[config.mk]
export PLATFORM = sky130hd
export DESIGN_NAME = host_port_arbiter_flat
export DESIGN_NICKNAME = d
export VERILOG_FILES = /design/src/hdl/matrix_pkg.sv /design/src/hdl/mem_port_if.sv /design/src/hdl/host_port_arbiter.sv /design/src/flat_wrapper.sv
export SDC_FILE = /design/constraint.sdc
export NUM_CORES = 1
export LEC_CHECK = 0
export BUFFER_PORTS_ARGS = -buffer_cell sky130_fd_sc_hd__buf_2
export CAP_MARGIN = 20
export CORE_MARGIN = 5
export CORE_UTILIZATION = 28
export DETAILED_ROUTE_END_ITERATION = 10
export GPL_TIMING_DRIVEN = 0
export PLACE_DENSITY = 0.83
export SLEW_MARGIN = 20
export SYNTH_ARGS = -nofsm -noshare
export SYNTH_HDL_FRONTEND = slang
export SYNTH_SLANG_ARGS = --single-unit
[constraint.sdc]
create_clock -name clk -period 1 [get_ports clk]
set_input_delay 0.05 -clock clk [delete_from_list [all_inputs] [get_ports clk]]
set_output_delay 0.05 -clock clk [all_outputs]
set_load 0.02 [all_outputs]
[src/hdl/matrix_pkg.sv]
package matrix_pkg;

   // element and address widths
   localparam int DATA_W = 16;
   localparam int ADDR_W = 12;

   // row and column counts, up to 63 each
   localparam int DIM_W = 6;

   // one word per address
   localparam int MEM_DEPTH = 4096;

   // signed matrix element
   typedef logic signed [DATA_W-1:0] elem_t;

   // scratchpad word address
   typedef logic [ADDR_W-1:0] addr_t;

   // row or column count
   typedef logic [DIM_W-1:0] dim_t;

   // relu engine states
   typedef enum logic [1:0] {
      // waiting, done high
      RELU_IDLE   = 2'd0,
      // one read issued per cycle
      RELU_STREAM = 2'd1,
      // writes still in flight
      RELU_DRAIN  = 2'd2,
      // raise done next edge
      RELU_FINISH = 2'd3
   } relu_state_t;

endpackage

[src/hdl/mem_port_if.sv]
`timescale 1ns/1ns

interface mem_port_if;
   import matrix_pkg::*;

   // read side, data one clock after the address
   addr_t rd_address;
   elem_t rd_data;

   // write side, written at the edge where wr_en is high
   addr_t wr_address;
   elem_t wr_data;
   logic  wr_en;

   modport requester (
      output rd_address,
      input  rd_data,
      output wr_address,
      output wr_data,
      output wr_en
   );

   modport memory (
      input  rd_address,
      output rd_data,
      input  wr_address,
      input  wr_data,
      input  wr_en
   );

endinterface

[src/hdl/host_port_arbiter.sv]
`timescale 1ns/1ns

module host_port_arbiter (
   input  logic clk,
   input  logic reset,
   input  logic engine_busy,
   input  matrix_pkg::addr_t host_address,
   input  matrix_pkg::elem_t host_writedata,
   input  logic host_write_en,
   output matrix_pkg::elem_t host_readdata,
   mem_port_if.memory eng,
   mem_port_if.requester mem
);

   // owner of the read issued last cycle
   logic rd_owner_eng;

   always_ff @(posedge clk) begin
      if (reset) begin
         rd_owner_eng <= 1'b0;
      end else begin
         rd_owner_eng <= engine_busy;
      end
   end

   // host uses one address for both ports while idle
   always_comb begin
      if (engine_busy) begin
         mem.rd_address = eng.rd_address;
         mem.wr_address = eng.wr_address;
         mem.wr_data    = eng.wr_data;
         mem.wr_en      = eng.wr_en;
      end else begin
         mem.rd_address = host_address;
         mem.wr_address = host_address;
         mem.wr_data    = host_writedata;
         mem.wr_en      = host_write_en;
      end
   end

   // return data to whoever asked, even across a hand-over
   assign eng.rd_data   = rd_owner_eng ? mem.rd_data : '0;
   assign host_readdata = rd_owner_eng ? '0 : mem.rd_data;

endmodule

[src/flat_wrapper.sv]
// flat-port wrapper written by rule: the top's interface ports become plain ports
module host_port_arbiter_flat 
  (clk, reset, engine_busy, host_address, host_writedata, host_write_en, host_readdata, eng_rd_address, eng_rd_data, eng_wr_address, eng_wr_data, eng_wr_en, mem_rd_address, mem_rd_data, mem_wr_address, mem_wr_data, mem_wr_en);
  mem_port_if eng_i ();
  mem_port_if mem_i ();
  input  logic clk;
  input  logic reset;
  input  logic engine_busy;
  input  matrix_pkg::addr_t host_address;
  input  matrix_pkg::elem_t host_writedata;
  input  logic host_write_en;
  output matrix_pkg::elem_t host_readdata;
  input wire logic [$bits(eng_i.rd_address)-1:0] eng_rd_address;
  output wire logic [$bits(eng_i.rd_data)-1:0] eng_rd_data;
  input wire logic [$bits(eng_i.wr_address)-1:0] eng_wr_address;
  input wire logic [$bits(eng_i.wr_data)-1:0] eng_wr_data;
  input wire logic [$bits(eng_i.wr_en)-1:0] eng_wr_en;
  output wire logic [$bits(mem_i.rd_address)-1:0] mem_rd_address;
  input wire logic [$bits(mem_i.rd_data)-1:0] mem_rd_data;
  output wire logic [$bits(mem_i.wr_address)-1:0] mem_wr_address;
  output wire logic [$bits(mem_i.wr_data)-1:0] mem_wr_data;
  output wire logic [$bits(mem_i.wr_en)-1:0] mem_wr_en;
  assign eng_i.rd_address = eng_rd_address;
  assign eng_rd_data = eng_i.rd_data;
  assign eng_i.wr_address = eng_wr_address;
  assign eng_i.wr_data = eng_wr_data;
  assign eng_i.wr_en = eng_wr_en;
  assign mem_rd_address = mem_i.rd_address;
  assign mem_i.rd_data = mem_rd_data;
  assign mem_wr_address = mem_i.wr_address;
  assign mem_wr_data = mem_i.wr_data;
  assign mem_wr_en = mem_i.wr_en;
  host_port_arbiter u_core (.clk(clk), .reset(reset), .engine_busy(engine_busy), .host_address(host_address), .host_writedata(host_writedata), .host_write_en(host_write_en), .host_readdata(host_readdata), .eng(eng_i), .mem(mem_i));
endmodule
* After elaboration in Yosys (flattened, before gate mapping)
Index checks and enable logic that the tools add are counted.
** Operators by class
- Mux-type cells :: 6
** Operators by type and width (number)
- 16-bit two-way mux :: 3
- 12-bit two-way mux :: 2
- 1-bit two-way mux :: 1
** Storage, ports and cells
- Register bits after elaboration :: 1
- Input port bits :: 89

* Depth between registers and ports, before layout
Gate-level depths: netlist of the first run.
- Word-level depth :: 1
- Depth in mapped cells :: 3
- Depth with buffers taken out :: 1

* Least setup slack after synthesis of the first run
Ideal clock, no wire load.
- Path type :: reg2out
- From :: reg u_core.rd_owner_eng
- To :: out host_readdata[2]
- Arrival time :: 0.874 ns
- Required time :: 0.950 ns
- Path slack :: 0.076 ns
- Stages on the path, launching flop included :: 3
- Path buffers :: 1
- Cell sequence :: dfxtp_1 > clkbuf_1 > and2b_1
** On the way
- Longest elaborated chain between the ends :: 1
** Ends and longest elaborated chain
- from (decl) :: RTL line host_port_arbiter.sv:16 : logic rd_owner_eng;
- from (signal assigned) :: RTL line host_port_arbiter.sv:22 : rd_owner_eng <= engine_busy;
- 16-bit two-way mux :: RTL line host_port_arbiter.sv:43 : assign host_readdata = rd_owner_eng ? '0 : mem.rd_data;
- to (decl) :: RTL line flat_wrapper.sv:12 : output matrix_pkg::elem_t host_readdata;
Every way passes these cells.

* Worst setup path after layout of the first run
- From :: reg u_core.rd_owner_eng
- To :: out eng_rd_data[0]
** On the way
- Longest elaborated chain between the ends :: 1
** Ends and longest elaborated chain
- 16-bit two-way mux :: RTL line host_port_arbiter.sv:42 : assign eng.rd_data = rd_owner_eng ? mem.rd_data : '0;
- to (decl) :: RTL line flat_wrapper.sv:14 : output wire logic [$bits(eng_i.rd_data)-1:0] eng_rd_data;
Every way passes these cells.

==> results by group, run 1 <==
Timing
  – Post-Route Setup TNS: 0 ns
  – Fin. Hold Viols: 0
  – Worst Tran Pin Value: 0.161 ns
  – Max Clock Freq: 1050 MHz
  – Endpoints failing setup: 0
  – Final Critical Period: 0.949 ns
  – Relative slew margins: about nine tenths
  – Unrepaired setup endpoints after global routing: false
  – Final period utilization: 94.9%
  – Max-slew violations: 0

Power and ir drop
  – Combinational share of power: 95.7%
  – Flop pwr share: around 4.3%
  – Pwr Total: 0.00106 W
  – Lkg Pwr: 1.15 nW
  – Internal power: 0.000554 W
  – Net Sw Frac: 47.8%
  – Peak supply drop: 0.296 mV
  – Power Dens Cells: 587 nW/um^2
  – Sw Pwr: a little over 0.0005 W
  – Clock Power Share: 0%

Synth
  – Synth Register Bits: 1
  – Synthesized area per cell: approximately 11 um^2
  – Synth async-reset ratio: 0%
  – Synth top area share: between 60 and 70%
  – Most common cell in the netlist: mux2_4
  – Sequential cell area fraction in the yosys report: 2.12%
  – Synth area leaders: mux2_4, and2_1, nor2b_1, buf_12, and2b_1
  – Mapped cell area: 942 um^2
  – Synth top cells by count: mux2_4, and2_1, nor2b_1
  – Number of flops mapped to enable cells by yosys: 0
  – Leading area contributor after synthesis: mux2_4
  – Syn nets: 172
  – Synthesis Warnings: 0
  – Post-synth cell types: 9
  – Primary FF master, synth: dfxtp_1
  – Mapped Cells: 83

Finish
  – Final Util: 55.0%
  – Largest register by flop count: u_core.rd_owner_eng
  – Largest register FFs: 1
  – Final Instance Area: between 1500 and 2000 um^2
  – Multi-input gate area: 820 um^2
  – Layout cell share with drive strength beyond 1: a little under nine tenths
  – Fillers: 311
  – Area occupied by registers: 20.0 um^2
  – Top flop regs: u_core.rd_owner_eng: 1 flops
  – Fin nets: approximately 330
  – Antenna diodes: 0
  – Area Growth Syn to Fin: 91.8%

Worst setup path
  – CP required: between 0.9 and 1 ns
  – Critical Path End Type: primary output
  – Worst setup SP type: flop
  – Setup CP Type: flop to primary output
  – Worst EP arrival: ~0.90 ns
  – Peak fanout along the critical path: 10

Floorplan
  – Die W: just under 70 um
  – Num rows: 21
  – Die ar.: 4620 um^2
  – Core Area: 3280 um^2
  – IO Pins: 162
  – Initial Util: 28.7%
  – Die height: 68.0 um

Routing
  – Iteration-0 DRC Markers: 20
  – Post-DRT Antenna Nets: 0
  – # DRC: 0
  – DR vias: 1246
  – Final WL: 4410 um
  – Wirelength per Cell: 15.2 um
  – First-pass DRT Iterations: 4
  – Vias per cell: 4.31

Clocking
  – Postcts setup bufs: 0
  – Clock Pin Slew Worst Setup and Hold Paths: 0 ns
  – CTS Hold Buffers Added: 0

Global route
  – Total gr overflow: 0
  – Gr usage total: 17.1%
  – Vias in the first global route: approximately 1300
  – First-pass GRT wire length: between 6000 and 7000 um
  – Largest net degree at the start of global routing: 11
  – Initial antenna violation count: 0

Job
  – Max-cap violations: 0

Placed design
  – Post-DP HPWL: slightly above 4000 um
  – Final GP Congestion: 0.681
  – Dpl cell area: between 1500 and 2000 um^2
  – I/O Buffers: 160

Hold path
  – Worst hold path type: primary input to flop

Status
  – Run status: completed
## placed cells by master, fill, tap and decap left out
master / n
buf_2: 161
buf_12: 4
mux2_4: 39
buf_4: 1
buf_6: 1
clkbuf_2: 1
and2b_1: 4
nor2b_1: 13
mux2_2: 2
and2_1: 16
dfxtp_1: 1
## kinds of logic (layout without fill, tap and decap cells)
| kind of cell | count (synthesis) | after routing | synth area share (%) |
|---|---|---|---|
| mux | 41 | 41 | 64.5 |
| buf+inv | 8 | 168 | 10.9 |
| flops | 1 | 1 | 2.12 |
| simple gates | 33 | 33 | 22.4 |
## path summary, 6_finish.rpt
| path | start | depth (start not counted) | slack (ns) | end |
|---|---|---|---|---|
| worst max-delay path | u_core.rd_owner_eng$_SDFF_PP0_ | 3 | 0.05 | eng_rd_data[0] |
| worst min-delay path | reset | 2 | 0.21 | u_core.rd_owner_eng$_SDFF_PP0_ |
## worst max-delay path, cell delays in order, from the launching register on
cell and delay [ns]:
dfxtp_1 0.37, clkbuf_2 0.22, and2_1 0.15, buf_2 0.16
## cell type report
class	count	area share, %
flip-flops and latches	1	1.11
plain buffers	8	6.02
repair buffers	160	44.3
multi-input cells	74	45.4
well taps	46	3.19
## layer usage
layer	vias to the layer above	track usage, %	part of all wire [%]
met5	-	0	0
met4	0	0	0
met3	0	4.11	14
met2	83	37.1	54
met1	558	16.6	32
li1	605	-	-
## power by group through the flow
| stage | logic, W | registers [W] | clock network (W) |
|---|---|---|---|
| after floorplan | 0.000627 | 0.0000448 | 0 |
| after global placement | 0.00101 | 0.0000455 | 0 |
| after detailed placement | 0.00102 | 0.0000454 | 0 |
| after CTS | 0.00103 | 0.0000455 | 0 |
| after global routing | 0.00108 | 0.0000459 | 0 |
| final | 0.00102 | 0.0000456 | 0 |
## per-stage QoR
stage               instances  hold slack, ns  setup slack (ns)
global placement          289           0.209            -0.116
CTS                       289           0.211            0.0249
detailed placement        289           0.211            -0.134
floorplan                  83           0.122            0.0757
finish                    289           0.209            0.0513
global route              289           0.220          0.000134
## timing repair
item                                    in CTS  in global routing
gates cloned                                 0                  0
gates resized for setup                      4                  2
endpoints found under the setup margin      26                  7
Power figures use the tool's default switching activity.
==> run 2: changes to the inputs <==
--- a/config.mk
+++ b/config.mk
@@ -5,14 +5,14 @@
 export SDC_FILE = /design/constraint.sdc
 export NUM_CORES = 1
 export LEC_CHECK = 0
+export ABC_AREA = 0
 export BUFFER_PORTS_ARGS = -buffer_cell sky130_fd_sc_hd__buf_2
 export CAP_MARGIN = 20
 export CORE_MARGIN = 5
 export CORE_UTILIZATION = 28
 export DETAILED_ROUTE_END_ITERATION = 10
 export GPL_TIMING_DRIVEN = 0
-export PLACE_DENSITY = 0.83
-export SLEW_MARGIN = 20
+export PLACE_DENSITY = 0.94
 export SYNTH_ARGS = -nofsm -noshare
 export SYNTH_HDL_FRONTEND = slang
 export SYNTH_SLANG_ARGS = --single-unit
==> run 2 against run 1 <==
Against the previous run:
- global-route usage fell by 2.6 points
- critical path type unchanged
- total power fell by 0.23%
- largest cell class unchanged
- maximum frequency rose by 1.9%
==> results by group, run 2 (synthesis gave the netlist of run 1 again) <==
Status
  – Run status: completed

Hold path
  – Worst hold path cell count: 2
  – Worst hold start: reset
  – End point of the worst hold path: u_core.rd_owner_eng$_SDFF_PP0_
  – Worst hold path type: primary input to flop

Global route
  – Gr usage total: 14.4%
  – Initial antenna violation count: 0
  – Total gr overflow: 0
  – Largest net degree at the start of global routing: 11
  – First-pass GRT wire length: between 5000 and 6000 um
  – Vias in the first global route: about 1100

Timing
  – Fin. Hold Viols: 0
  – Post-Route Setup TNS: 0 ns
  – Worst Tran Pin Value: 0.149 ns
  – Max Clock Freq: around 1100 MHz
  – Max-slew violations: 0
  – Final period utilization: slightly above 90%
  – Unrepaired setup endpoints after global routing: false
  – Final worst slack: about 0.069 ns
  – Final Critical Period: roughly 0.93 ns
  – Relative slew margins: 90.1%
  – Endpoints failing setup: 0

Worst setup path
  – CP required: ~0.95 ns
  – Worst setup SP type: flop
  – Setup CP Type: flop to primary output
  – Worst EP arrival: 0.88 ns
  – Peak fanout along the critical path: 10
  – Crit path from: u_core.rd_owner_eng$_SDFF_PP0_
  – Critical Path End Type: primary output

Finish
  – Largest register by flop count: u_core.rd_owner_eng
  – Top flop regs: u_core.rd_owner_eng: 1 flops
  – Commonest non-fill, non-tap cell in the layout: buf_2
  – Antenna diodes: 0
  – Largest register FFs: 1
  – Fillers: 317
  – Area Growth Syn to Fin: 92.0%
  – Final std cells w/o fill: 289
  – Highest-count cells in the layout ignoring fill and taps: buf_2, mux2_4, and2_1
  – Layout cell share with drive strength beyond 1: a little under nine tenths
  – Fin nets: 334
  – Final Util: 55.1%

Clocking
  – Postcts setup bufs: 0
  – CTS Hold Buffers Added: 0
  – Clock Pin Slew Worst Setup and Hold Paths: 0 ns

Placed design
  – I/O Buffers: 160
  – Dpl ws: -0.107 ns
  – Placed Cells: 289
  – Final GP Congestion: 0.752
  – Post-DP HPWL: 3620 um

Routing
  – Post-DRT Antenna Nets: 0
  – Final WL: a little under 4000 um
  – # DRC: 0
  – Iteration-0 DRC Markers: between 50 and 60
  – Routed met3 length: between 300 and 400 um
  – Wirelength per Cell: about 14 um
  – First-pass DRT Iterations: 4
  – Routed wl met2: 2110 um
  – DR vias: 1228
  – Uppermost layer routed: met3
  – Vias per cell: 4.25
  – Met1 WL: 1410 um

Floorplan
  – Initial Util: 28.7%
  – Core Area: 3280 um^2
  – Num rows: 21
  – IO Pins: 162
  – Die W: 68.0 um
  – Die ar.: around 4600 um^2
  – Die height: 68.0 um

Job
  – Max-cap violations: 0

Power and ir drop
  – Power Dens Cells: 585 nW/um^2
  – Peak supply drop: between 0.3 and 0.4 mV
  – Lkg Pwr: 1.15 nW
## run 2: cell count changes in the layout (fill, tap and decap cells not counted)
cell      before  now
buf_2        161  160
clkbuf_4       0    1
## run 2: routing by layer
| layer | up-vias | GRT usage [%] |
|---|---|---|
| met1 | 560 | 17.4 |
| li1 | 604 | - |
| met2 | 64 | 27.9 |
| met5 | - | 0 |
| met4 | 0 | 0 |
| met3 | 0 | 2.46 |
## run 2: worst max path at each step
stage | to | slack (ns)
after floorplan | host_readdata[2] | 0.08
after global placement | host_readdata[2] | -0.11
after detailed placement | host_readdata[7] | -0.11
after CTS | host_readdata[2] | 0.009
after global routing | host_readdata[7] | 0.001
final | host_readdata[2] | 0.07
## run 2: where the power goes
part / switching [W] / leakage, nW / internal (W) / total (W)
clock: 0 / 0 / 0 / 0
sequential: 0.00000245 / 0.00834 / 0.0000429 / 0.0000454
combinational: 0.000502 / 1.14 / 0.000512 / 0.00101
## run 2: layout make-up
cell class              count  area [um^2]  area share [%]
multi-input cells          74          820            45.3
plain buffers               8          111            6.15
flip-flops and latches      1         20.0            1.11
repair buffers            160          801            44.3
well taps                  46         57.6            3.18
## run 2: critical path: stages (launching register included)
cell and delay (ns):
dfxtp_1 0.36, buf_4 0.18, and2b_1 0.18, buf_2 0.15
## run 2: timing repair
action	4_1_cts	5_1_grt
gates cloned	0	0
setup endpoints to repair	20	9
resized for setup	3	5
## run 2: through the flow
stage                     hold WS (ns)  total power [W]  instance area, um^2
after floorplan                  0.122         0.000672                  942
after CTS                        0.216          0.00107                 1800
final                            0.212          0.00106                 1810
after global routing             0.235          0.00113                 1810
after detailed placement         0.214          0.00106                 1800
after global placement           0.208          0.00104                 1800
