## config.mk

```make
export PLATFORM = sky130hd
export DESIGN_NAME = matrix_relu_flat
export DESIGN_NICKNAME = d
export VERILOG_FILES = /design/src/hdl/matrix_pkg.sv /design/src/hdl/mem_port_if.sv /design/src/hdl/matrix_relu.sv /design/src/flat_wrapper.sv
export SDC_FILE = /design/constraint.sdc
export NUM_CORES = 1
export LEC_CHECK = 0
export ABC_AREA = 1
export BUFFER_PORTS_ARGS = -buffer_cell sky130_fd_sc_hd__buf_2
export CAP_MARGIN = 20
export CELL_PAD_IN_SITES_DETAIL_PLACEMENT = 1
export CELL_PAD_IN_SITES_GLOBAL_PLACEMENT = 1
export CORE_MARGIN = 2
export CORE_UTILIZATION = 45
export CTS_BUF_LIST = sky130_fd_sc_hd__clkbuf_8
export DETAILED_ROUTE_END_ITERATION = 10
export PLACE_DENSITY = 0.9
export SLEW_MARGIN = 40
export SYNTH_ARGS = -nofsm -noshare
export SYNTH_HDL_FRONTEND = slang
export SYNTH_SLANG_ARGS = --single-unit
```

## constraint.sdc

```tcl
create_clock -name clk -period 3.8 [get_ports clk]
set_input_delay 0.57 -clock clk [delete_from_list [all_inputs] [get_ports clk]]
set_output_delay 0.57 -clock clk [all_outputs]
set_load 0.01 [all_outputs]
```

## src/hdl/matrix_pkg.sv

```systemverilog
package matrix_pkg;

   // element and address widths
   localparam int DATA_W = 16;
   localparam int ADDR_W = 12;

   // row and column counts, up to 63 each
   localparam int DIM_W = 6;

   // one word per address
   localparam int MEM_DEPTH = 4096;

   // signed matrix element
   typedef logic signed [DATA_W-1:0] elem_t;

   // scratchpad word address
   typedef logic [ADDR_W-1:0] addr_t;

   // row or column count
   typedef logic [DIM_W-1:0] dim_t;

   // relu engine states
   typedef enum logic [1:0] {
      // waiting, done high
      RELU_IDLE   = 2'd0,
      // one read issued per cycle
      RELU_STREAM = 2'd1,
      // writes still in flight
      RELU_DRAIN  = 2'd2,
      // raise done next edge
      RELU_FINISH = 2'd3
   } relu_state_t;

endpackage

```

## src/hdl/mem_port_if.sv

```systemverilog
`timescale 1ns/1ns

interface mem_port_if;
   import matrix_pkg::*;

   // read side, data one clock after the address
   addr_t rd_address;
   elem_t rd_data;

   // write side, written at the edge where wr_en is high
   addr_t wr_address;
   elem_t wr_data;
   logic  wr_en;

   modport requester (
      output rd_address,
      input  rd_data,
      output wr_address,
      output wr_data,
      output wr_en
   );

   modport memory (
      input  rd_address,
      output rd_data,
      input  wr_address,
      input  wr_data,
      input  wr_en
   );

endinterface

```

## src/hdl/matrix_relu.sv

```systemverilog
`timescale 1ns/1ns

module matrix_relu (
   input  logic clk,
   input  logic reset,
   input  logic start,
   output logic done,
   input  matrix_pkg::addr_t src_start_address,
   input  matrix_pkg::addr_t dest_start_address,
   input  matrix_pkg::dim_t row_size,
   input  matrix_pkg::dim_t col_size,
   mem_port_if.requester mem
);
   import matrix_pkg::*;

   relu_state_t state;

   // sizes latched at start
   dim_t row_q;
   dim_t col_q;

   // position in the matrix
   dim_t row_cnt;
   dim_t col_cnt;

   // running read and write pointers
   addr_t rd_ptr;
   addr_t wr_ptr;

   // stage 1, ram read in flight
   logic  s1_valid;
   addr_t s1_dest;

   // stage 2, clamped result
   logic  wr_valid;
   addr_t wr_addr_q;
   elem_t wr_data_q;

   logic size_zero;
   logic last_elem;
   logic issue;
   logic accept;

   assign size_zero = (row_q == '0) || (col_q == '0);
   assign last_elem = (row_cnt == row_q - dim_t'(1)) && (col_cnt == col_q - dim_t'(1));
   assign issue     = (state == RELU_STREAM) && !size_zero;
   assign accept    = (state == RELU_IDLE) && start;

   // control FSM
   always_ff @(posedge clk) begin
      if (reset) begin
         state   <= RELU_IDLE;
         done    <= 1'b1;
         row_q   <= '0;
         col_q   <= '0;
         row_cnt <= '0;
         col_cnt <= '0;
      end else begin
         case (state)
            RELU_IDLE: begin
               if (start) begin
                  state   <= RELU_STREAM;
                  done    <= 1'b0;
                  row_q   <= row_size;
                  col_q   <= col_size;
                  row_cnt <= '0;
                  col_cnt <= '0;
               end
            end
            RELU_STREAM: begin
               if (size_zero) begin
                  // nothing to do, skip the drain
                  state <= RELU_FINISH;
               end else if (last_elem) begin
                  state <= RELU_DRAIN;
               end else if (col_cnt == col_q - dim_t'(1)) begin
                  col_cnt <= '0;
                  row_cnt <= row_cnt + dim_t'(1);
               end else begin
                  col_cnt <= col_cnt + dim_t'(1);
               end
            end
            RELU_DRAIN: begin
               // last write retires on this edge once stage 1 is empty
               if (!s1_valid) begin
                  state <= RELU_FINISH;
               end
            end
            RELU_FINISH: begin
               state <= RELU_IDLE;
               done  <= 1'b1;
            end
            default: begin
               state <= RELU_IDLE;
               done  <= 1'b1;
            end
         endcase
      end
   end

   // address walk, one element per cycle
   always_ff @(posedge clk) begin
      if (accept) begin
         rd_ptr <= src_start_address;
         wr_ptr <= dest_start_address;
      end else if (issue) begin
         rd_ptr <= rd_ptr + addr_t'(1);
         wr_ptr <= wr_ptr + addr_t'(1);
      end
   end

   // valid bits of the two stages
   always_ff @(posedge clk) begin
      if (reset) begin
         s1_valid <= 1'b0;
         wr_valid <= 1'b0;
      end else begin
         s1_valid <= issue;
         wr_valid <= s1_valid;
      end
   end

   // destination travels with the data
   always_ff @(posedge clk) begin
      s1_dest <= wr_ptr;
      if (s1_valid) begin
         wr_addr_q <= s1_dest;
         // negative elements clamp to zero
         wr_data_q <= mem.rd_data[DATA_W-1] ? '0 : mem.rd_data;
      end
   end

   assign mem.rd_address = rd_ptr;
   assign mem.wr_address = wr_addr_q;
   assign mem.wr_data    = wr_data_q;
   assign mem.wr_en      = wr_valid;

endmodule

```

## src/flat_wrapper.sv

```systemverilog
// flat-port wrapper written by rule: the top's interface ports become plain ports
module matrix_relu_flat import matrix_pkg::*;
  (clk, reset, start, done, src_start_address, dest_start_address, row_size, col_size, mem_rd_address, mem_rd_data, mem_wr_address, mem_wr_data, mem_wr_en);
  mem_port_if mem_i ();
  input  logic clk;
  input  logic reset;
  input  logic start;
  output logic done;
  input  matrix_pkg::addr_t src_start_address;
  input  matrix_pkg::addr_t dest_start_address;
  input  matrix_pkg::dim_t row_size;
  input  matrix_pkg::dim_t col_size;
  output wire logic [$bits(mem_i.rd_address)-1:0] mem_rd_address;
  input wire logic [$bits(mem_i.rd_data)-1:0] mem_rd_data;
  output wire logic [$bits(mem_i.wr_address)-1:0] mem_wr_address;
  output wire logic [$bits(mem_i.wr_data)-1:0] mem_wr_data;
  output wire logic [$bits(mem_i.wr_en)-1:0] mem_wr_en;
  assign mem_rd_address = mem_i.rd_address;
  assign mem_i.rd_data = mem_rd_data;
  assign mem_wr_address = mem_i.wr_address;
  assign mem_wr_data = mem_i.wr_data;
  assign mem_wr_en = mem_i.wr_en;
  matrix_relu u_core (.clk(clk), .reset(reset), .start(start), .done(done), .src_start_address(src_start_address), .dest_start_address(dest_start_address), .row_size(row_size), .col_size(col_size), .mem(mem_i));
endmodule
```

==> After elaboration in Yosys (flattened, before gate mapping) <==
Index checks and enable logic that the tools add are counted.
{ "op_classes": {"add_sub_neg": 6, "eq_ne": 11, "mux": 20, "reduce_logical": 16} }
{ "ops": {"columns": ["cell", "n"], "rows": [
  ["12-bit two-way mux", 4],
  ["6-bit two-way mux", 7],
  ["12-bit by 1-bit adder with 12-bit output (second input constant)", 2],
  ["6-bit case mux with 2 select lines", 2],
  ["6-bit by 1-bit adder with 6-bit output (second input constant)", 2],
  ["6-bit equality test", 2],
  ["6-bit logical NOT", 2],
  ["6-bit by 1-bit subtractor with 6-bit output (second input constant)", 2],
  ["2-bit inequality test (second input constant)", 5],
  ["2-bit two-way mux", 4],
  ["2-bit case mux with 4 select lines", 1],
  ["2-bit nonzero test", 3],
  ["5-bit AND reduction", 1],
  ["2-bit equality test (second input constant)", 2],
  ["2-bit AND reduction", 2],
  ["4-bit AND reduction", 1],
  ["1-bit logical AND", 3],
  ["3-bit by 1-bit inequality test with 1-bit output (second input constant)", 1],
  ["3-bit AND reduction", 1],
  ["2-bit by 1-bit equality test with 1-bit output (second input constant)", 1],
  ["2-bit logical NOT", 1],
  ["1-bit case mux with 2 select lines", 1],
  ["1-bit logical NOT", 1],
  ["1-bit logical OR", 1],
  ["1-bit two-way mux", 1]
]} }
{ "totals": {"ff_bits": 93, "input_bits": 55, "output_inout_bits": 42, "elab_cells": 67} }

==> Depth between registers and ports, before layout <==
Gate-level depths: netlist of run 1.
{ "depth": {"ltp_word": 6, "mapped_depth": 14, "ltp_nobuf": 14} }

==> Least setup slack after synthesis of run 1 <==
Ideal clock, no wire load.
{ "synth_timing": {"path_kind": "register to register", "from": "register u_core.state[0]", "to": "register u_core.rd_ptr[0], in the netlist u_core.mem.rd_address[0], enable pin", "setup_time_ns": 0.426, "t_arrival_ns": 1.573, "t_required_ns": 3.374, "path_slack_ns": 1.802, "stages_incl_launch_ff": 6, "path_buffers": 1, "period_less_slack_ns": 1.998, "cell_sequence": "dfxtp_1 inv_1 ha_1 nand2_1 clkbuf_1 nand2_1"} }
{ "synth_via": {"elab_chain_cells": 3, "elab_cells_between_ends": 5, "cone_classes": "eq/ne (1); reduce/logical (4)"} }
{ "synth_lines": {"columns": ["element", "line", "source"], "rows": [
  ["start, declared", "matrix_relu.sv:16", "relu_state_t state;"],
  ["start signal, assigned", "matrix_relu.sv:52", "state <= RELU_IDLE;"],
  ["start signal, assigned", "matrix_relu.sv:62", "state <= RELU_STREAM;"],
  ["start signal, assigned", "matrix_relu.sv:73", "state <= RELU_FINISH;"],
  ["2-bit by 1-bit equality test with 1-bit output / 2-bit logical NOT (equally long branches)", "matrix_relu.sv:46, matrix_relu.sv:47", null],
  ["1-bit logical AND, on equally long branches", "matrix_relu.sv:46, matrix_relu.sv:47", null],
  ["2-bit nonzero test (no line) *", null, null],
  ["end signal, assigned", "matrix_relu.sv:104", "rd_ptr <= src_start_address;"],
  ["end signal, assigned", "matrix_relu.sv:107", "rd_ptr <= rd_ptr + addr_t'(1);"],
  ["end, declared", "matrix_relu.sv:27", "addr_t rd_ptr;"]
]} }
Every way passes the cells marked *; elsewhere a longest branch is shown, timed or not.
A chain may end at the register's enable or synchronous reset.

==> Final worst setup path of run 1 <==
{ "layout_timing": {"from": "register u_core.state[0]", "to": "register u_core.col_cnt[0]"} }
{ "layout_via": {"elab_chain_cells": 3, "elab_cells_between_ends": 8, "cone_classes": "eq/ne (4); mux (1); reduce/logical (3)"} }
{ "layout_lines": {"columns": ["element", "line", "source"], "rows": [
  ["2-bit by 1-bit equality test with 1-bit output / 2-bit logical NOT (equally long branches)", "matrix_relu.sv:59", "case (state)"],
  ["2-bit inequality test (no line) / 2-bit nonzero test (equally long branches)", null, null],
  ["4-bit AND reduction (no line)", null, null],
  ["end signal, assigned", "matrix_relu.sv:80", "col_cnt <= col_cnt + dim_t'(1);"],
  ["end, declared", "matrix_relu.sv:24", "dim_t col_cnt;"]
]} }
Parallel ways exist; a longest one is shown, timed or not.

==> results of run 1 <==
==> area by class of cell <==
class | instances | area share, %
multi-input cells | 329 | 33.2
inverters | 66 | 4.78
well taps | 133 | 3.21
repair buffers | 98 | 9.60
clock inverters | 7 | 1.42
flip-flops and latches | 92 | 45.4
clock buffers | 9 | 2.39
==> synthesized netlist by cell type, drive strengths merged <==
library cell / count
clkinv: 1
conb: 1
nor2: 48
a31oi: 2
nor3: 6
o21ai: 38
inv: 65
o211ai: 1
clkbuf: 9
nand3b: 3
a21oi: 25
or2: 2
nand3: 33
xor2: 11
xnor2: 11
nand4: 10
edfxtp: 51
dfxtp: 41
nand2: 127
ha: 11
buf: 5
==> stage by stage <==
stage	area, µm²	hold slack [ns]	utilization, %	worst slack, ns
2_1_floorplan	4390	0.369	-	1.80
3_3_place_gp	4990	0.385	51.7	1.42
3_5_place_dp	4990	0.390	51.8	1.39
4_1_cts	5190	0.413	53.8	1.42
5_1_grt	5190	0.422	53.8	1.17
6_report	5190	0.413	53.8	1.39
==> sequential cells by signal (all words and copies together), names as in the netlist, 12 cells and up <==
register,cells
u_core.mem.wr_data,15
u_core.mem.rd_address,12
u_core.mem.wr_address,12
u_core.s1_dest,12
u_core.wr_ptr,12
==> routing by layer <==
layer / up-vias / part of all wire, % / GRT usage (%)
li1: 1816 / - / -
met1: 1757 / 42 / 27.1
met2: 86 / 52 / 40.8
met3: 21 / 4.3 / 3.32
met4: 0 / 1.7 / 8.70
met5: - / 0 / 0
==> logic make-up (layout without fill, tap and decap cells) <==
group | Yosys count | in the layout
other | 1 | 1
DFF | 92 | 92
buffers and inverters | 80 | 180
adders and majority gates | 11 | 11
and+or+nand+nor | 229 | 229
AOI/OAI and AO/OA | 66 | 66
xor gates and xnor gates | 22 | 22
==> worst min path at each step <==
| stage | slack (ns) | from | to | depth (start not counted) |
|---|---|---|---|---|
| floorplan | 0.37 | u_core.wr_ptr[11] | u_core.s1_dest[11] | 0 |
| global placement | 0.38 | u_core.wr_ptr[11] | u_core.s1_dest[11] | 0 |
| detailed placement | 0.39 | u_core.s1_dest[6] | u_core.mem.wr_address[6] | 0 |
| CTS | 0.41 | u_core.s1_dest[6] | u_core.mem.wr_address[6] | 0 |
| global route | 0.42 | u_core.s1_dest[6] | u_core.mem.wr_address[6] | 0 |
| finish | 0.41 | u_core.s1_dest[6] | u_core.mem.wr_address[6] | 0 |
==> critical path, stage by stage (launching register included) <==
cell and delay, ns:
dfxtp_1 0.37, inv_1 0.10, ha_1 0.17, nand2_1 0.08, inv_1 0.08, buf_4 0.34, a21oi_1 0.09, a21oi_2 0.55
nand3_2 0.29, nand2_2 0.15, a21oi_1 0.07
==> power by group <==
group          switching, mW  internal [mW]
clock                  0.360          0.308
combinational           1.00          0.523
sequential             0.271           1.51
total                   1.63           2.34
==> results.toml, run 1 <==
[sta]
hold_violations = 0
max_freq_mhz = 416
setup-tns-final_ns = 0
fin_crit_sh_pct = 63.3
setup_viol_count_final = 0
rsz0062_at_grt = "false"
drv_slew = 0
tightestPinTransition_ns = 0.700
finClkSkew_ns = 0.0119
min_period_ns = 2.41
slew_headroom_pct = 53.3

[yosys]
synth_simple_gate_area_share_pct = 23.6
yosysWarnings = 0
synth_fa_ha_area_share_pct = 3.14
ys_ff_latch = 92
synth_top_family_by_area = "simple AND/OR/NAND/NOR gates"
synth.top_cell.area_share_pct = 34.9
synthesis.nets = 567
synth_xor_area_share_pct = 4.39
ys_types = 33
avgSynthCellArea_um2 = 8.76
synthMuxAreaShare_pct = 0
synth_compound_area_share_pct = 7.98
syn_inst = 501
synth.area.top_cells = "edfxtp_1 (35%), dfxtp_1 (19%), nand2_1 (10%)"
synth_area_leader_cell = "edfxtp_1"
synth.cell_area_mm2 = 0.00439
ys_seq_area_share_pct = 53.6

[finish]
final_common_cell = "nand2_1"
final_cell_mix = "nand2_1 (121), buf_2 (95), inv_1 (61)"
nets = 662
multiInputGateArea_mm2 = 0.00172
ff_latch_area_mm2 = 0.00235
syn_to_final_growth_pct = 18.2
fillers = 1206
fin_cells = 734
layout-drive-gt1-share_pct = 23.3
diodes = 0

[route]
first_iter_violations = 170
wire_per_inst_um = 15.4
first_pass_iters = 4
route.detailed.drc = 0
via_count = 3680
avgViaCountPerCell = 5.01
wl_um = 11300
ant_nets = 0

[worst_setup_path]
rr_startpoint = "u_core.state[0]"
startpoint_type = "flip-flop"
required_ns = 4.06
r2r_slack_ns = 1.39
endpoint = "u_core.col_cnt[0]"
criticalPathCategory = "flip-flop to flip-flop"
r2r_cells = 10
reg2reg_to = "u_core.col_cnt[0]"
crit_fanout = 41
crit_arrival_ns = 2.66
endpoint_kind = "flip-flop"
startpoint = "u_core.state[0]"

[pwr]
leakagePower_nw = 2.29
power_mw = 3.97
ir_drop_mv = 0.266
p_per_area_mw_per_mm2 = 766

[clock_network]
cts_hold_buf = 0
post_cts_buffers = 0
clk_latency_ns = 0.36
cts_buffers = 9
clock_path_buffers = 2
cts_tree = "built"
cts_max_level = 3
cts_root_buf = "clkbuf_8"
cts_sinks = 92
post_cts_resized = 0
cts.reportedPaths.clkPinSlew_ns = 0.09

[die]
die_y_um = 103
initial_core_util_pct = 45.5
coreArea_mm2 = 0.00964
die-area_mm2 = 0.0106
ios = 97
die_w_um = 103
num_rows = 36

[global_routing]
antenna_found_initial = 0
grt_usage_pct = 22.6
grt_pass1_vias = 3814
grt_pass1_wl_um = 18300
grt_start_max_net_pins = 42
grt_overflow_total = 0

[place]
dp_hpwl_um = 8430
gp_congestion = 0.818
dp_cells = 718
numPortBuffers = 95

[run]
cap_violations = 0

[worst_hold_path]
min_path_type = "flip-flop to flip-flop"

[run_status]
status = "finished clean"
Note: power is estimated with default switching activity, not from simulation.
==> inputs of run 2 (changes only) <==
--- a/config.mk
+++ b/config.mk
@@ -11,10 +11,10 @@
 export CELL_PAD_IN_SITES_DETAIL_PLACEMENT = 1
 export CELL_PAD_IN_SITES_GLOBAL_PLACEMENT = 1
 export CORE_MARGIN = 2
-export CORE_UTILIZATION = 45
+export CORE_UTILIZATION = 38
 export CTS_BUF_LIST = sky130_fd_sc_hd__clkbuf_8
 export DETAILED_ROUTE_END_ITERATION = 10
-export PLACE_DENSITY = 0.9
+export PLACE_DENSITY = 0.82
 export SLEW_MARGIN = 40
 export SYNTH_ARGS = -nofsm -noshare
 export SYNTH_HDL_FRONTEND = slang
==> constraint.sdc (replaced) <==
create_clock -name clk -period 2.05 [get_ports clk]
set_input_delay 0.3075 -clock clk [delete_from_list [all_inputs] [get_ports clk]]
set_output_delay 0.3075 -clock clk [all_outputs]
set_load 0.01 [all_outputs]
==> run 2 against run 1 <==
  * Flip-flop and latch count unchanged
  * Die area increased by 18%
  * Critical path depth increased by 3
  * Clock skew increased by 0.0037 ns
  * Design area increased by 5.4%
  * Combinational power increased by 110%
  * Power increased by 91%
  * Worst setup slack got worse by 1.4 ns
==> results.toml, run 2 (same netlist as run 1, synthesis figures left out) <==
[pwr]
ir_drop_mv = 0.483
p_per_area_mw_per_mm2 = 1390
switching_power_mw = 3.17
seqPwrFrac_pct = 43.7
power_mw = 7.59
p_int_mw = 4.42
power.share.clock_pct = 15.2
combPwrFrac_pct = 41.1
leakagePower_nw = 2.38
p_sw_share_pct = 41.8

[sta]
hold_violations = 0
drv_slew = 0
setup-tns-final_ns = 0
setup_viol_count_final = 0
max_freq_mhz = 491
finClkSkew_ns = 0.0155
min_period_ns = 2.04
fin_crit_sh_pct = 99.4

[place]
gp_congestion = 0.851
placed_area_mm2 = 0.00505
dp_hpwl_um = 8090
dp_cells = 733
numPortBuffers = 95

[route]
wl_um = 11600
avgViaCountPerCell = 4.94
via_count = 3777
first_iter_violations = 113
ant_nets = 0
route.detailed.drc = 0
first_pass_iters = 4
met1_length_um = 5060
wire_per_inst_um = 15.2
wl_met3_um = 508
wl_met2_um = 5900
routed.top_layer = "met4"

[finish]
design_area_mm2 = 0.00547
final_cell_mix = "nand2_1 (122), buf_2 (95), inv_1 (59)"
final_util_pct = 48.3
largest_reg_flops = 15
final_common_cell = "nand2_1"
nets = 683
diodes = 0
layout-drive-gt1-share_pct = 28.3
syn_to_final_growth_pct = 24.6
fin_cells = 765

[worst_setup_path]
cpMaxStageDelayCell = "dfxtp_2"
crit_fanout = 7
criticalPathCategory = "flip-flop to flip-flop"
critical_path.max_stage_delay_ns = 0.35
crit_chain = "inv_2 > ha_4 > inv_1 > nand2_1 > nand2_1 > nor2_4 > nand4_4 > nor2_4 > nand3_4 > buf_4 > nand4_1 > nand2_1 > nor2_2"
required_ns = 2.35
startpoint = "u_core.col_q[0]"
critPathBufInv = 3
endpoint_kind = "flip-flop"
r2r_slack_ns = 0.01
startpoint_type = "flip-flop"
crit_arrival_ns = 2.34
r2r_cells = 13
reg2reg_to = "u_core.row_cnt[4]"
path_depth = 13
path_common_cell = "nand2_1"
rr_startpoint = "u_core.col_q[0]"
crit_family = "simple AND/OR/NAND/NOR gates"
endpoint = "u_core.row_cnt[4]"

[global_routing]
grt_overflow_total = 0
antenna_found_initial = 0
grt_usage_pct = 17.9
grt_pass1_wl_um = 18300
grt_pass1_vias = 3813
grt_start_max_net_pins = 41

[worst_hold_path]
min_path_type = "primary input to flip-flop"
min_path_cells = 3

[die]
initial_core_util_pct = 38.8
die-area_mm2 = 0.0124
coreArea_mm2 = 0.0113
num_rows = 39
ios = 97
die_w_um = 111
die_y_um = 111

[clock_network]
cts_buffers = 9
cts_sinks = 92
clock_path_buffers = 2
clk_latency_ns = 0.37
cts_tree = "built"
cts_hold_buf = 0
cts_root_buf = "clkbuf_8"
cts_max_level = 3
cts.reportedPaths.clkPinSlew_ns = 0.10

[run_status]
status = "finished clean"

[run]
cap_violations = 0
[run 2: worst min-delay path by stage]
stage | startpoint | endpoint | slack [ns]
after floorplan | u_core.wr_ptr[11] | u_core.s1_dest[11] | 0.37
after global placement | u_core.wr_ptr[11] | u_core.s1_dest[11] | 0.38
after detailed placement | u_core.wr_ptr[11] | u_core.s1_dest[11] | 0.38
after CTS | start | u_core.done | 0.19
after global routing | start | u_core.done | 0.20
final | start | u_core.done | 0.20
[run 2: stage by stage]
stage          hold slack (ns)  setup WS, ns
3_5_place_dp             0.382       0.00178
5_1_grt                  0.198       -0.0559
2_1_floorplan            0.369        0.0516
4_1_cts                  0.186      -0.00129
6_report                 0.201        0.0120
3_3_place_gp             0.376         0.127
[run 2: area by class of cell]
type,count,area (µm²)
Fill cell,1361,5850
Clock buffer,9,124
Timing Repair Buffer,118,664
Multi-Input combinational cell,330,1850
Inverter,66,248
Sequential cell,92,2360
Tap cell,143,179
Clock inverter,7,51.3
[run 2: worst min-delay path, stage by stage]
cell	delay, ns
buf_2	0.10
o21ai_0	0.08
nand2_1	0.06
[run 2: metal layers]
layer	vias to the layer above	track usage, %
met2	94	31.7
met5	-	0
met1	1815	21.9
li1	1855	-
met4	0	5.84
met3	13	3.65
[run 2: power by group through the flow]
stage | clock network (mW) | logic (mW) | registers [mW]
2_1_floorplan | 0 | 1.87 | 3.31
3_3_place_gp | 0 | 2.70 | 3.26
3_5_place_dp | 0 | 2.83 | 3.33
4_1_cts | 1.19 | 2.89 | 3.29
5_1_grt | 1.25 | 3.54 | 3.39
6_report | 1.15 | 3.12 | 3.32
[run 2: timing repair]
item | in CTS | in global routing
setup endpoints to repair | 8 | 17
pin swaps | 1 | 11
cloned | 0 | 1
resized for setup | 2 | 25
buffers inserted | 0 | 15
